## config.mk

```make
export PLATFORM = sky130hd
export DESIGN_NAME = otp_part_buf
export DESIGN_NICKNAME = d
export VERILOG_FILES = /design/src/otp_buf_pkg.sv /design/src/otp_part_buf.sv /design/src/otp_part_ctrl.sv /design/src/otp_ecc_reg.sv /design/src/otp_secded_dec.sv /design/src/otp_secded_enc.sv
export SDC_FILE = /design/constraint.sdc
export NUM_CORES = 2
export LEC_CHECK = 0
export BUFFER_PORTS_ARGS = -buffer_cell sky130_fd_sc_hd__buf_2
export CAP_MARGIN = 40
export CORE_MARGIN = 2
export CORE_UTILIZATION = 45
export DETAILED_ROUTE_END_ITERATION = 7
export PLACE_DENSITY = 0.72
export SKIP_LAST_GASP = 1
export SLEW_MARGIN = 20
export SYNTH_ARGS = -nofsm -noshare
export SYNTH_HDL_FRONTEND = slang
export SYNTH_SLANG_ARGS = --single-unit
```

## constraint.sdc

```tcl
create_clock -name clk_i -period 3.8 [get_ports clk_i]
set_input_delay 0 -clock clk_i [delete_from_list [all_inputs] [get_ports clk_i]]
set_output_delay 0 -clock clk_i [all_outputs]
set_load 0.03 [all_outputs]
```

## src/otp_buf_pkg.sv

```systemverilog
//###########################################################
// OTP buffered partition package.
// Partition geometry, the 72/64 SECDED codeword layout,
// controller state encoding and the error status word.
//###########################################################

package otp_buf_pkg;

  // Partition geometry.
  localparam int PartDepth = 8;
  localparam int PartAw    = $clog2(PartDepth);

  // Codeword geometry.
  localparam int DataWidth = 64;
  localparam int EccWidth  = 8;
  localparam int CodeWidth = DataWidth + EccWidth;

  // Check bits sit above the data bits.
  typedef struct packed {
    logic [EccWidth-1:0]  ecc;
    logic [DataWidth-1:0] data;
  } ecc_word_t;

  // Load sequencer states.
  typedef enum logic [2:0] {
    IDLE  = 3'd0,
    READ  = 3'd1,
    WAIT  = 3'd2,
    READY = 3'd3,
    ERROR = 3'd4
  } part_state_e;

  typedef struct packed {
    logic load_uncorr;
    logic store_err;
    logic corrected;
  } err_status_t;

endpackage : otp_buf_pkg
```

## src/otp_part_buf.sv

```systemverilog
//###########################################################
// Buffered OTP partition.
// Loads the partition image on init and serves reads from
// an ECC protected copy.
//###########################################################

module otp_part_buf (
  input  logic                              clk_i,
  input  logic                              rst_ni,
  input  logic                              init_i,
  output logic                              otp_rd_o,
  output logic [otp_buf_pkg::PartAw-1:0]    otp_addr_o,
  input  logic                              otp_rvalid_i,
  input  otp_buf_pkg::ecc_word_t            otp_rdata_i,
  input  logic [otp_buf_pkg::PartAw-1:0]    rd_addr_i,
  output logic [otp_buf_pkg::DataWidth-1:0] rd_data_o,
  output logic                              ready_o,
  output logic                              err_o,
  output otp_buf_pkg::err_status_t          status_o
);

  import otp_buf_pkg::*;

  logic [DataWidth-1:0] dec_data;
  logic                 dec_single;
  logic                 dec_double;
  logic                 buf_wren;
  logic [PartAw-1:0]    buf_addr;
  logic [DataWidth-1:0] buf_wdata;
  logic                 buf_ecc_err;
  logic [PartAw-1:0]    reg_addr;
  logic [DataWidth-1:0] reg_rdata;

  // Replies from the macro are corrected on the way in.
  otp_secded_dec u_in_dec (
    .code_i       (otp_rdata_i),
    .data_o       (dec_data),
    .single_err_o (dec_single),
    .double_err_o (dec_double)
  );

  otp_part_ctrl u_ctrl (
    .clk_i         (clk_i),
    .rst_ni        (rst_ni),
    .init_i        (init_i),
    .otp_rd_o      (otp_rd_o),
    .otp_addr_o    (otp_addr_o),
    .otp_rvalid_i  (otp_rvalid_i),
    .dec_data_i    (dec_data),
    .dec_single_i  (dec_single),
    .dec_double_i  (dec_double),
    .buf_wren_o    (buf_wren),
    .buf_addr_o    (buf_addr),
    .buf_wdata_o   (buf_wdata),
    .buf_ecc_err_i (buf_ecc_err),
    .ready_o       (ready_o),
    .err_o         (err_o),
    .status_o      (status_o)
  );

  // Loader owns the address until the image is ready.
  assign reg_addr = ready_o ? rd_addr_i : buf_addr;

  otp_ecc_reg u_buf (
    .clk_i     (clk_i),
    .rst_ni    (rst_ni),
    .wren_i    (buf_wren),
    .addr_i    (reg_addr),
    .wdata_i   (buf_wdata),
    .rdata_o   (reg_rdata),
    .ecc_err_o (buf_ecc_err)
  );

  assign rd_data_o = ready_o ? reg_rdata : '0;

endmodule : otp_part_buf

```

## src/otp_part_ctrl.sv

```systemverilog
//###########################################################
// Partition load controller.
// Reads every word from the OTP macro one at a time, writes
// the corrected data into the buffer and tracks errors.
//###########################################################

module otp_part_ctrl (
  input  logic                              clk_i,
  input  logic                              rst_ni,
  input  logic                              init_i,
  // OTP macro read side.
  output logic                              otp_rd_o,
  output logic [otp_buf_pkg::PartAw-1:0]    otp_addr_o,
  input  logic                              otp_rvalid_i,
  // Decoded reply.
  input  logic [otp_buf_pkg::DataWidth-1:0] dec_data_i,
  input  logic                              dec_single_i,
  input  logic                              dec_double_i,
  // Buffer write side.
  output logic                              buf_wren_o,
  output logic [otp_buf_pkg::PartAw-1:0]    buf_addr_o,
  output logic [otp_buf_pkg::DataWidth-1:0] buf_wdata_o,
  input  logic                              buf_ecc_err_i,
  // Status.
  output logic                              ready_o,
  output logic                              err_o,
  output otp_buf_pkg::err_status_t          status_o
);

  import otp_buf_pkg::*;

  localparam logic [PartAw-1:0] LastAddr = PartAw'(PartDepth - 1);

  part_state_e        state_d, state_q;
  logic [PartAw-1:0]  addr_d, addr_q;
  err_status_t        status_d, status_q;

  always_comb begin : p_fsm
    state_d    = state_q;
    addr_d     = addr_q;
    status_d   = status_q;
    buf_wren_o = 1'b0;

    case (state_q)
      IDLE: begin
        if (init_i) begin
          state_d  = READ;
          addr_d   = '0;
          status_d = '0;
        end
      end
      // Strobe goes out for one cycle.
      READ: begin
        state_d = WAIT;
      end
      WAIT: begin
        if (otp_rvalid_i) begin
          if (dec_double_i) begin
            // Drop the word and stop reading.
            state_d              = ERROR;
            status_d.load_uncorr = 1'b1;
          end else begin
            buf_wren_o = 1'b1;
            if (dec_single_i) begin
              status_d.corrected = 1'b1;
            end
            if (addr_q == LastAddr) begin
              state_d = READY;
            end else begin
              addr_d  = addr_q + 1'b1;
              state_d = READ;
            end
          end
        end
      end
      READY: begin
        // A stored word going bad wins over a new load.
        if (buf_ecc_err_i) begin
          state_d            = ERROR;
          status_d.store_err = 1'b1;
        end else if (init_i) begin
          state_d  = READ;
          addr_d   = '0;
          status_d = '0;
        end
      end
      ERROR: begin
        state_d = ERROR;
      end
      default: begin
        state_d = ERROR;
      end
    endcase
  end

  always_ff @(posedge clk_i or negedge rst_ni) begin : p_regs
    if (!rst_ni) begin
      state_q  <= IDLE;
      addr_q   <= '0;
      status_q <= '0;
    end else begin
      state_q  <= state_d;
      addr_q   <= addr_d;
      status_q <= status_d;
    end
  end

  assign otp_rd_o    = (state_q == READ);
  assign otp_addr_o  = addr_q;
  assign buf_addr_o  = addr_q;
  assign buf_wdata_o = dec_data_i;
  assign ready_o     = (state_q == READY);
  assign err_o       = (state_q == ERROR);
  assign status_o    = status_q;

endmodule : otp_part_ctrl

```

## src/otp_ecc_reg.sv

```systemverilog
//###########################################################
// ECC protected register file for the partition image.
// One shared encoder on the write path, one decoder per
// entry that checks the stored words all the time.
//###########################################################

module otp_ecc_reg (
  input  logic                              clk_i,
  input  logic                              rst_ni,
  input  logic                              wren_i,
  input  logic [otp_buf_pkg::PartAw-1:0]    addr_i,
  input  logic [otp_buf_pkg::DataWidth-1:0] wdata_i,
  output logic [otp_buf_pkg::DataWidth-1:0] rdata_o,
  output logic                              ecc_err_o
);

  import otp_buf_pkg::*;

  ecc_word_t                  wcode;
  ecc_word_t [PartDepth-1:0]  mem_q;
  logic      [PartDepth-1:0]  single_err;
  logic      [PartDepth-1:0]  double_err;

  otp_secded_enc u_enc (
    .data_i (wdata_i),
    .code_o (wcode)
  );

  // All zeros is a valid codeword, so the reset image passes the check.
  always_ff @(posedge clk_i or negedge rst_ni) begin : p_mem
    if (!rst_ni) begin
      mem_q <= '0;
    end else if (wren_i) begin
      mem_q[addr_i] <= wcode;
    end
  end

  assign rdata_o = mem_q[addr_i].data;

  // Concurrent check of every entry.
  // Errors are only detected here and the corrected data is not used.
  for (genvar k = 0; k < PartDepth; k++) begin : gen_check
    otp_secded_dec u_dec (
      .code_i       (mem_q[k]),
      .data_o       (),
      .single_err_o (single_err[k]),
      .double_err_o (double_err[k])
    );
  end

  assign ecc_err_o = (|single_err) | (|double_err);

endmodule : otp_ecc_reg

```

## src/otp_secded_dec.sv

```systemverilog
//###########################################################
// 72/64 SECDED decoder.
// Corrects a single flipped bit and flags two flipped bits
// as uncorrectable.
//###########################################################

module otp_secded_dec (
  input  otp_buf_pkg::ecc_word_t            code_i,
  output logic [otp_buf_pkg::DataWidth-1:0] data_o,
  output logic                              single_err_o,
  output logic                              double_err_o
);

  import otp_buf_pkg::*;

  logic [EccWidth-2:0] syndrome;
  logic                parity_odd;

  // A valid codeword has even weight.
  assign parity_odd = ^code_i;

  always_comb begin : p_decode
    int unsigned pos;
    int unsigned idx;
    int unsigned b;
    syndrome = code_i.ecc[EccWidth-2:0];
    idx      = 0;
    for (pos = 1; pos < CodeWidth; pos++) begin
      if ((pos & (pos - 1)) != 0) begin
        for (b = 0; b < EccWidth - 1; b++) begin
          if (pos[b]) begin
            syndrome[b] ^= code_i.data[idx];
          end
        end
        idx++;
      end
    end

    // Flip the data bit that the syndrome points at.
    // A check bit position matches no data bit and leaves the data alone.
    data_o = code_i.data;
    idx    = 0;
    for (pos = 1; pos < CodeWidth; pos++) begin
      if ((pos & (pos - 1)) != 0) begin
        if (parity_odd && (pos == 32'(syndrome))) begin
          data_o[idx] = ~data_o[idx];
        end
        idx++;
      end
    end
  end

  assign single_err_o = parity_odd;
  assign double_err_o = !parity_odd && (syndrome != '0);

endmodule : otp_secded_dec

```

## src/otp_secded_enc.sv

```systemverilog
//###########################################################
// 72/64 SECDED encoder.
// Hamming check bits over the data, plus an overall parity
// bit so that every codeword has even weight.
//###########################################################

module otp_secded_enc (
  input  logic [otp_buf_pkg::DataWidth-1:0] data_i,
  output otp_buf_pkg::ecc_word_t            code_o
);

  import otp_buf_pkg::*;

  logic [EccWidth-2:0] hamming;

  always_comb begin : p_hamming
    int unsigned pos;
    int unsigned idx;
    int unsigned b;
    hamming = '0;
    idx     = 0;
    // Data bits fill the positions that are not powers of two.
    for (pos = 1; pos < CodeWidth; pos++) begin
      if ((pos & (pos - 1)) != 0) begin
        for (b = 0; b < EccWidth - 1; b++) begin
          if (pos[b]) begin
            hamming[b] ^= data_i[idx];
          end
        end
        idx++;
      end
    end
  end

  // Top check bit covers the data and the seven Hamming bits.
  assign code_o.ecc  = {^{hamming, data_i}, hamming};
  assign code_o.data = data_i;

endmodule : otp_secded_enc

```

Yosys cells after proc, flatten, opt, wreduce, memory -nomap -nowiden
Index checks and enable logic that the tools add are counted.
- add/subtract/negate cells: 1
- $lt $le $gt $ge: 2
- eq/ne operators: 75
- mux-type cells: 98
- bitwise gates (word level): 2108
- reductions and logical operators: 110
- operators by type and width (cell ; number):
    $xor A1 B1 Y1 ; 2043
    $reduce_xor A72 Y1 ; 9
    $bwmux W576 ; 1
    $eq A6 B7 Y1 const A ; 31
    $bmux W72 S3 ; 1
    $demux W72 S3 ; 1
    $mux W64 ; 3
    $eq A5 B7 Y1 const A ; 15
    $logic_and A1 B1 Y1 ; 74
    $mux W72 ; 1
    $reduce_xor A71 Y1 ; 1
    $not A1 Y1 ; 64
    $mux W63 ; 1
    $reduce_bool A7 Y1 ; 9
    $mux W62 ; 1
    $mux W61 ; 1
    $mux W60 ; 1
    $mux W59 ; 1
    $mux W58 ; 1
    $mux W57 ; 1
    $mux W56 ; 1
    $mux W55 ; 1
    $mux W54 ; 1
    $mux W53 ; 1
    other kinds (75) ; 130
- register bits: 585
- input bits: 79
- output and inout bits: 73
- logic and storage cells: 2415

Longest topological paths before layout
- depth in word-level cells: 137
- mapped depth: 18
- mapped depth without buffers: 15

By module
A second synthesis with hierarchy kept.
- cells, all modules: 4703
- area total of the unflattened synthesis: 55240.5 µm²
- modules (own cells, without submodules) (module ; times used ; cells each ; area each (µm²) ; sequential area each (µm²)):
    otp_secded_dec ; 9 ; 303 ; 2904.0 ; 0.0
    otp_ecc_reg ; 1 ; 1588 ; 25642.1 ; 14413.8
    otp_secded_enc ; 1 ; 182 ; 1865.5 ; 0.0
    otp_part_ctrl ; 1 ; 132 ; 1091.0 ; 225.2
    otp_part_buf ; 1 ; 74 ; 505.5 ; 0.0

Worst setup path before layout
No wires, ideal clock.
- path type: in2reg
- start point: in otp_rdata_i[10] (netlist bit)
- end point: reg u_buf.mem_q[215] (netlist bit)
- setup time: 125 ps
- data arrival time: 4678 ps
- data required time: 3675 ps
- path slack: -1002 ps
- cell stages on the path: 15
- path buffers: 0
- cells stage by stage: xnor3_1 -> xnor3_2 -> xnor3_1 -> xnor3_1 -> and2_1 -> nand2_1 -> nor3_1 -> xnor2_2 -> xnor3_1 -> xnor2_2 -> xnor3_1 -> xnor3_2 -> xor2_2 -> xnor3_2 -> mux2_2
- longest elaborated chain between the ends: 131
- elaborated cells between the ends (all ways): 512
- those cells by class: eq/ne: 64; mux: 68; bitwise: 311; reduce/logical: 69
- RTL lines (element ; line ; source):
    from (decl) ; otp_part_buf.sv:14 ; input otp_buf_pkg::ecc_word_t otp_rdata_i,
    $xor A1 B1 Y1 (29 in a row) ; otp_secded_dec.sv:32 ; syndrome[b] ^= code_i.data[idx];
    $eq A2 B7 Y1 ; otp_secded_dec.sv:45 ; if (parity_odd && (pos == 32'(syndrome))) begin
    $logic_and A1 B1 Y1 ; otp_secded_dec.sv:45 ;
    $mux W1 ; otp_secded_dec.sv:45 ;
    $mux W2 ; otp_secded_dec.sv:45 ;
    $mux W3 ; otp_secded_dec.sv:45 ;
    $mux W4 ; otp_secded_dec.sv:45 ;
    $mux W5 ; otp_secded_dec.sv:45 ;
    (+54 left out) ; -- ;
    $mux W60 ; otp_secded_dec.sv:45 ;
    $mux W61 ; otp_secded_dec.sv:45 ;
    $mux W62 ; otp_secded_dec.sv:45 ;
    $mux W63 ; otp_secded_dec.sv:45 ;
    $mux W64 ; otp_secded_dec.sv:45 ;
    $xor A1 B1 Y1 (34 in a row) ; otp_secded_enc.sv:27 ; hamming[b] ^= data_i[idx];
    $reduce_xor A71 Y1 ; otp_secded_enc.sv:36 ; assign code_o.ecc = {^{hamming, data_i}, hamming};
    $bwmux W576 ; otp_ecc_reg.sv:34 ; mem_q[addr_i] <= wcode;
    to (signal, indexed assignment) ; otp_ecc_reg.sv:34 ;
    to (decl) ; otp_ecc_reg.sv:20 ; ecc_word_t [PartDepth-1:0] mem_q;
Several ways; a longest one is shown, not always the timed one.
A chain may end at the register's enable or synchronous reset.

Worst setup path in the final report
- start point: in otp_rdata_i[68] (netlist bit)
- end point: reg u_buf.mem_q[575] (netlist bit)
- longest elaborated chain between the ends: 133
- elaborated cells between the ends (all ways): 430
- those cells by class: eq/ne: 64; mux: 68; bitwise: 229; reduce/logical: 69
- RTL lines (element ; line):
    $xor A1 B1 Y1 (31 in a row) ; otp_secded_dec.sv:32
    $eq A2 B7 Y1 ; otp_secded_dec.sv:45
    $logic_and A1 B1 Y1 ; otp_secded_dec.sv:45
    $mux W1 ; otp_secded_dec.sv:45
    $mux W2 ; otp_secded_dec.sv:45
    $mux W3 ; otp_secded_dec.sv:45
    $mux W4 ; otp_secded_dec.sv:45
    $mux W5 ; otp_secded_dec.sv:45
    (+54 left out) ; --
    $mux W60 ; otp_secded_dec.sv:45
    $mux W61 ; otp_secded_dec.sv:45
    $mux W62 ; otp_secded_dec.sv:45
    $mux W63 ; otp_secded_dec.sv:45
    $mux W64 ; otp_secded_dec.sv:45
    $xor A1 B1 Y1 (34 in a row) ; otp_secded_enc.sv:27
    $reduce_xor A71 Y1 ; otp_secded_enc.sv:36
    $bwmux W576 ; otp_ecc_reg.sv:34
Several ways; a longest one is shown, not always the timed one.

==> flow_metrics.env <==
export IMPL_rsz0062_at_grt="yes"
export IMPL_gpl_final_weighted_congestion=1.12
export IMPL_arrival_worst_endpoint_ns=5.13
export IMPL_timing_final_max_slew_violations=0
export IMPL_synth_largest_type_area_fraction=0.371
export IMPL_rows=108
export IMPL_cts_buffers_inserted=72
export IMPL_count_of_unique_library_cells_instantiated_by_yosys=60
export IMPL_clock_tree_root_cell="sky130_fd_sc_hd__clkbuf_16"
export IMPL_max_slew_margin=0.446
export IMPL_worst_hold_path_type="input port to flop"
export IMPL_clock_sinks=585
export IMPL_setup_viol=70
export IMPL_start_kind="input port"
export IMPL_global_route_usage_total=0.495
export IMPL_post_route_drc_count=0
export IMPL_fin_nets=5706
export IMPL_dr_pass1_iters=7
export IMPL_synth_yosys_seq_area_share=0.371
export IMPL_clk_pin_slew_ns=0.06
export IMPL_ys_warn_count=0
export IMPL_area_growth_syn_to_layout_pct=44.9
export IMPL_synth_edff_count=0
export IMPL_synth_nets=4302
export IMPL_yosys_top_cells_area="sky130_fd_sc_hd__dfrtp_1 (37%), sky130_fd_sc_hd__xnor2_1 (25%), sky130_fd_sc_hd__o21ai_0 (7.0%), sky130_fd_sc_hd__nand2_1 (6.9%), sky130_fd_sc_hd__xor2_1 (4.7%)"
export IMPL_antenna_left=0
export IMPL_first_iter_violations=5949
export IMPL_finalWorstPathRequiredPeriod_ns=4.59
export IMPL_path_max_fanout=8
export IMPL_design_die_area_sq_mm=0.0901
export IMPL_place_detailed_hpwl_mm=176
export IMPL_grt_first_pass_wirelength_mm=306
export IMPL_cp_num_buf_inv=4
export IMPL_cts_tree="yes"
export IMPL_tightest_slew_ns=0.831
export IMPL_result_of_the_run="complete, but fails checks"
export IMPL_cp_cell_sequence="buf_2 -> xor2_1 -> xnor2_1 -> xnor3_2 -> xor2_2 -> xnor3_2 -> buf_6 -> mux2i_4 -> buf_6 -> buf_6 -> nor3_4 -> xnor2_2 -> xnor3_1 -> xnor3_2 -> xor2_1 -> xnor3_2 -> xnor3_1 -> xnor3_2 -> mux2_4"
export IMPL_avgRoutedWirePerCell_microns=33.1
export IMPL_synth_flop_cell="sky130_fd_sc_hd__dfrtp_1"
export IMPL_timing_fmax_mhz=218
export IMPL_h_tree_depth=3
export IMPL_grt_pass1_vias=38300
export IMPL_crit_top_cell="sky130_fd_sc_hd__xnor3_2"
export IMPL_synth_seq_cells=585
export IMPL_grt_antenna_before_repair=22
export IMPL_violations_in_the_final_reports="setup timing"
export IMPL_final_period_util=1.21
export IMPL_die_h_microns=300
export IMPL_worst_path_largest_cell_delay_ns=0.59
export IMPL_largest_net_degree_at_the_start_of_global_routing=126
export IMPL_critPathCaptureType="flop"
export IMPL_chipWidth_microns=300
export IMPL_cpLargestDelayFamily="XOR/XNOR gates"
export IMPL_synth_area_sq_mm=0.0395
export IMPL_buffer_ports_inserted=151
export IMPL_finalHoldViolations=0
export IMPL_timing_setup_tns_ns=-25.33
export IMPL_critical_path_class="input port to flop"
export IMPL_timing_max_cap_violations=0
export IMPL_routed_wl_mm=227
export IMPL_clock_skew_after_layout_ns=0.0230
export IMPL_critPathSlowestCell="sky130_fd_sc_hd__xnor3_2"
export IMPL_syn_avg_cell_area_sq_um=9.36
export IMPL_layout_drive_gt1_share=0.366
export IMPL_ios=152
export IMPL_synthDominantAreaCellType="sky130_fd_sc_hd__dfrtp_1"
export IMPL_postSynth_asyncResetShare=1.00
export IMPL_via_per_inst=5.90
export IMPL_post_route_worst_setup_slack_ns=-0.793
export IMPL_vias=40400
export IMPL_effective_utilization_at_floorplan=0.455
export IMPL_worst_ep_required_ns=4.34
export IMPL_syn_inst=4221
export IMPL_clock_path_buffers=3
export IMPL_globalRoute_totalOverflow=0
export IMPL_placeableCoreArea_sq_mm=0.0869
export IMPL_insertion_delay_ns=0.65
==> worst reg2reg max path, cell delays in order (launching register included) <==
cell and delay [ns]:
sky130_fd_sc_hd__dfrtp_2 0.52, sky130_fd_sc_hd__xnor2_2 0.21, sky130_fd_sc_hd__xnor2_2 0.26, sky130_fd_sc_hd__xnor2_2 0.15, sky130_fd_sc_hd__xnor2_4 0.28, sky130_fd_sc_hd__xnor2_2 0.12
sky130_fd_sc_hd__xnor2_1 0.23, sky130_fd_sc_hd__nor2_1 0.08, sky130_fd_sc_hd__or4_4 0.54, sky130_fd_sc_hd__a21oi_4 0.18, sky130_fd_sc_hd__nand4_1 0.17, sky130_fd_sc_hd__or4b_4 0.61
sky130_fd_sc_hd__nor4_4 0.25, sky130_fd_sc_hd__buf_6 0.19, sky130_fd_sc_hd__nand2b_4 0.16, sky130_fd_sc_hd__o211ai_1 0.14, sky130_fd_sc_hd__mux2_2 0.31
==> flip-flops by register name, indices dropped and copies added (netlist names) <==
name,cells
u_ctrl.state_q,3
u_buf.mem_q,576
u_ctrl.buf_addr_o,3
u_ctrl.status_o,3
==> synth_stat cells, types with 3 or more instances <==
master                      count
sky130_fd_sc_hd__and2_1        12
sky130_fd_sc_hd__and3_1         7
sky130_fd_sc_hd__inv_1         10
sky130_fd_sc_hd__xor3_1         5
sky130_fd_sc_hd__a211oi_1      17
sky130_fd_sc_hd__xor2_1       214
sky130_fd_sc_hd__a311oi_1      13
sky130_fd_sc_hd__xnor2_2       43
sky130_fd_sc_hd__a2111oi_0     19
sky130_fd_sc_hd__nor2b_1        4
sky130_fd_sc_hd__nand2_1      729
sky130_fd_sc_hd__mux2i_1       20
sky130_fd_sc_hd__o221ai_1       4
sky130_fd_sc_hd__xnor3_1       44
sky130_fd_sc_hd__o21ai_0      550
sky130_fd_sc_hd__buf_4          4
sky130_fd_sc_hd__mux2i_2        3
sky130_fd_sc_hd__o22ai_1       73
sky130_fd_sc_hd__buf_2          3
sky130_fd_sc_hd__xor2_2         3
sky130_fd_sc_hd__clkbuf_1     179
sky130_fd_sc_hd__xnor3_2        6
sky130_fd_sc_hd__a21oi_1       49
sky130_fd_sc_hd__nand2b_1       5
sky130_fd_sc_hd__dfrtp_1      585
sky130_fd_sc_hd__nor4_1         5
sky130_fd_sc_hd__a31oi_1       47
sky130_fd_sc_hd__nor3_2        12
sky130_fd_sc_hd__nor2_1       107
sky130_fd_sc_hd__o2111ai_1      5
sky130_fd_sc_hd__nor3_1        73
sky130_fd_sc_hd__nor3b_1        5
sky130_fd_sc_hd__nand4_1        4
sky130_fd_sc_hd__nand3_1       68
sky130_fd_sc_hd__mux2_2        97
sky130_fd_sc_hd__xnor2_1     1124
sky130_fd_sc_hd__o211ai_1      13
sky130_fd_sc_hd__or3_1         10
sky130_fd_sc_hd__buf_1         22
==> cell usage in the layout, fill, tap and decap left out, drive strengths merged, types with 7 or more instances in the layout <==
cell type and n:
o21ai 550, nor2 107, xnor3 50, xnor2 1168
a31oi 47, nor3 85, o211ai 13, dfrtp 585
clkbuf 106, xor2 218, nand2 729, mux2i 25
a2111oi 19, nor4 7, o22ai 73, a311oi 13
clkinv 13, diode 16, nand3 68, a21oi 49
and2 12, a211oi 17, and3 7, mux2 97
inv 13, or3 10, buf 1527
==> per-stage QoR <==
| stage | std cells | util | worst slack, ns | instance area [sq um] | hold WS, ns |
|---|---|---|---|---|---|
| 5_1_grt | 6833 | 0.658 | -0.897 | 57200 | 0.0744 |
| 2_1_floorplan | 4221 | - | -0.830 | 39900 | -0.296 |
| 4_1_cts | 6802 | 0.645 | -0.588 | 56100 | 0.0186 |
| 6_report | 6846 | 0.659 | -0.793 | 57200 | 0.0443 |
| 3_5_place_dp | 6605 | 0.597 | -1.58 | 51900 | -0.0860 |
| 3_3_place_gp | 6603 | 0.597 | -1.55 | 51900 | -0.0839 |
==> area by class of cell <==
cell class	count	area, sq um
diodes	16	40.0
clock buffers	103	2200
clock inverters	21	267
fillers	7146	29700
inverters	10	40.0
multi-input cells	3416	26100
flip-flops and latches	585	14600
well taps	1155	1450
repair buffers	1540	12500
==> cell families after synthesis <==
family                     Yosys count  share of synthesized area
AOI/OAI and AO/OA                  803                      0.113
muxes                              122                     0.0349
and+or+nand+nor                   1048                      0.111
adders and majority gates            2                   0.000634
buffers and inverters              220                     0.0218
DFF                                585                      0.371
xor gates and xnor gates          1441                      0.349
==> what timing repair did <==
item / CTS / global route
setup endpoints to repair: 165 / 260
hold buffers: 6 / 0
buffers inserted: 63 / 35
hold endpoints to repair: 467 / 0
gates resized for setup: 177 / 152
cloned: 7 / 2
pin swaps: 76 / 65
==> metal layers <==
metal  GRT usage  vias up  part of all wire
li1            -    16900                 -
met1       0.608    19400              0.36
met2       0.703     3135              0.40
met3       0.192      918              0.14
met4       0.361        6             0.096
met5           0        -           0.00081
==> path summary, 6_finish.rpt <==
| kind | cells after the start | start | slack (ns) | to |
|---|---|---|---|---|
| min reg2reg | 1 | u_ctrl.status_o[2] | 0.50 | u_ctrl.status_o[2] |
| max in group asynchronous | 4 | rst_ni | 2.50 | u_buf.mem_q[550] |
| min in group asynchronous | 4 | rst_ni | 0.51 | u_buf.mem_q[448] |
| max | 19 | otp_rdata_i[68] | -0.79 | u_buf.mem_q[575] |
| max reg2reg | 16 | u_buf.mem_q[547] | -0.72 | u_ctrl.buf_addr_o[0] |
| min | 5 | otp_rdata_i[29] | 0.04 | u_buf.mem_q[317] |
Power is not shown: default switching activity piles up to over one toggle a cycle in this logic, so the estimate is an artifact.
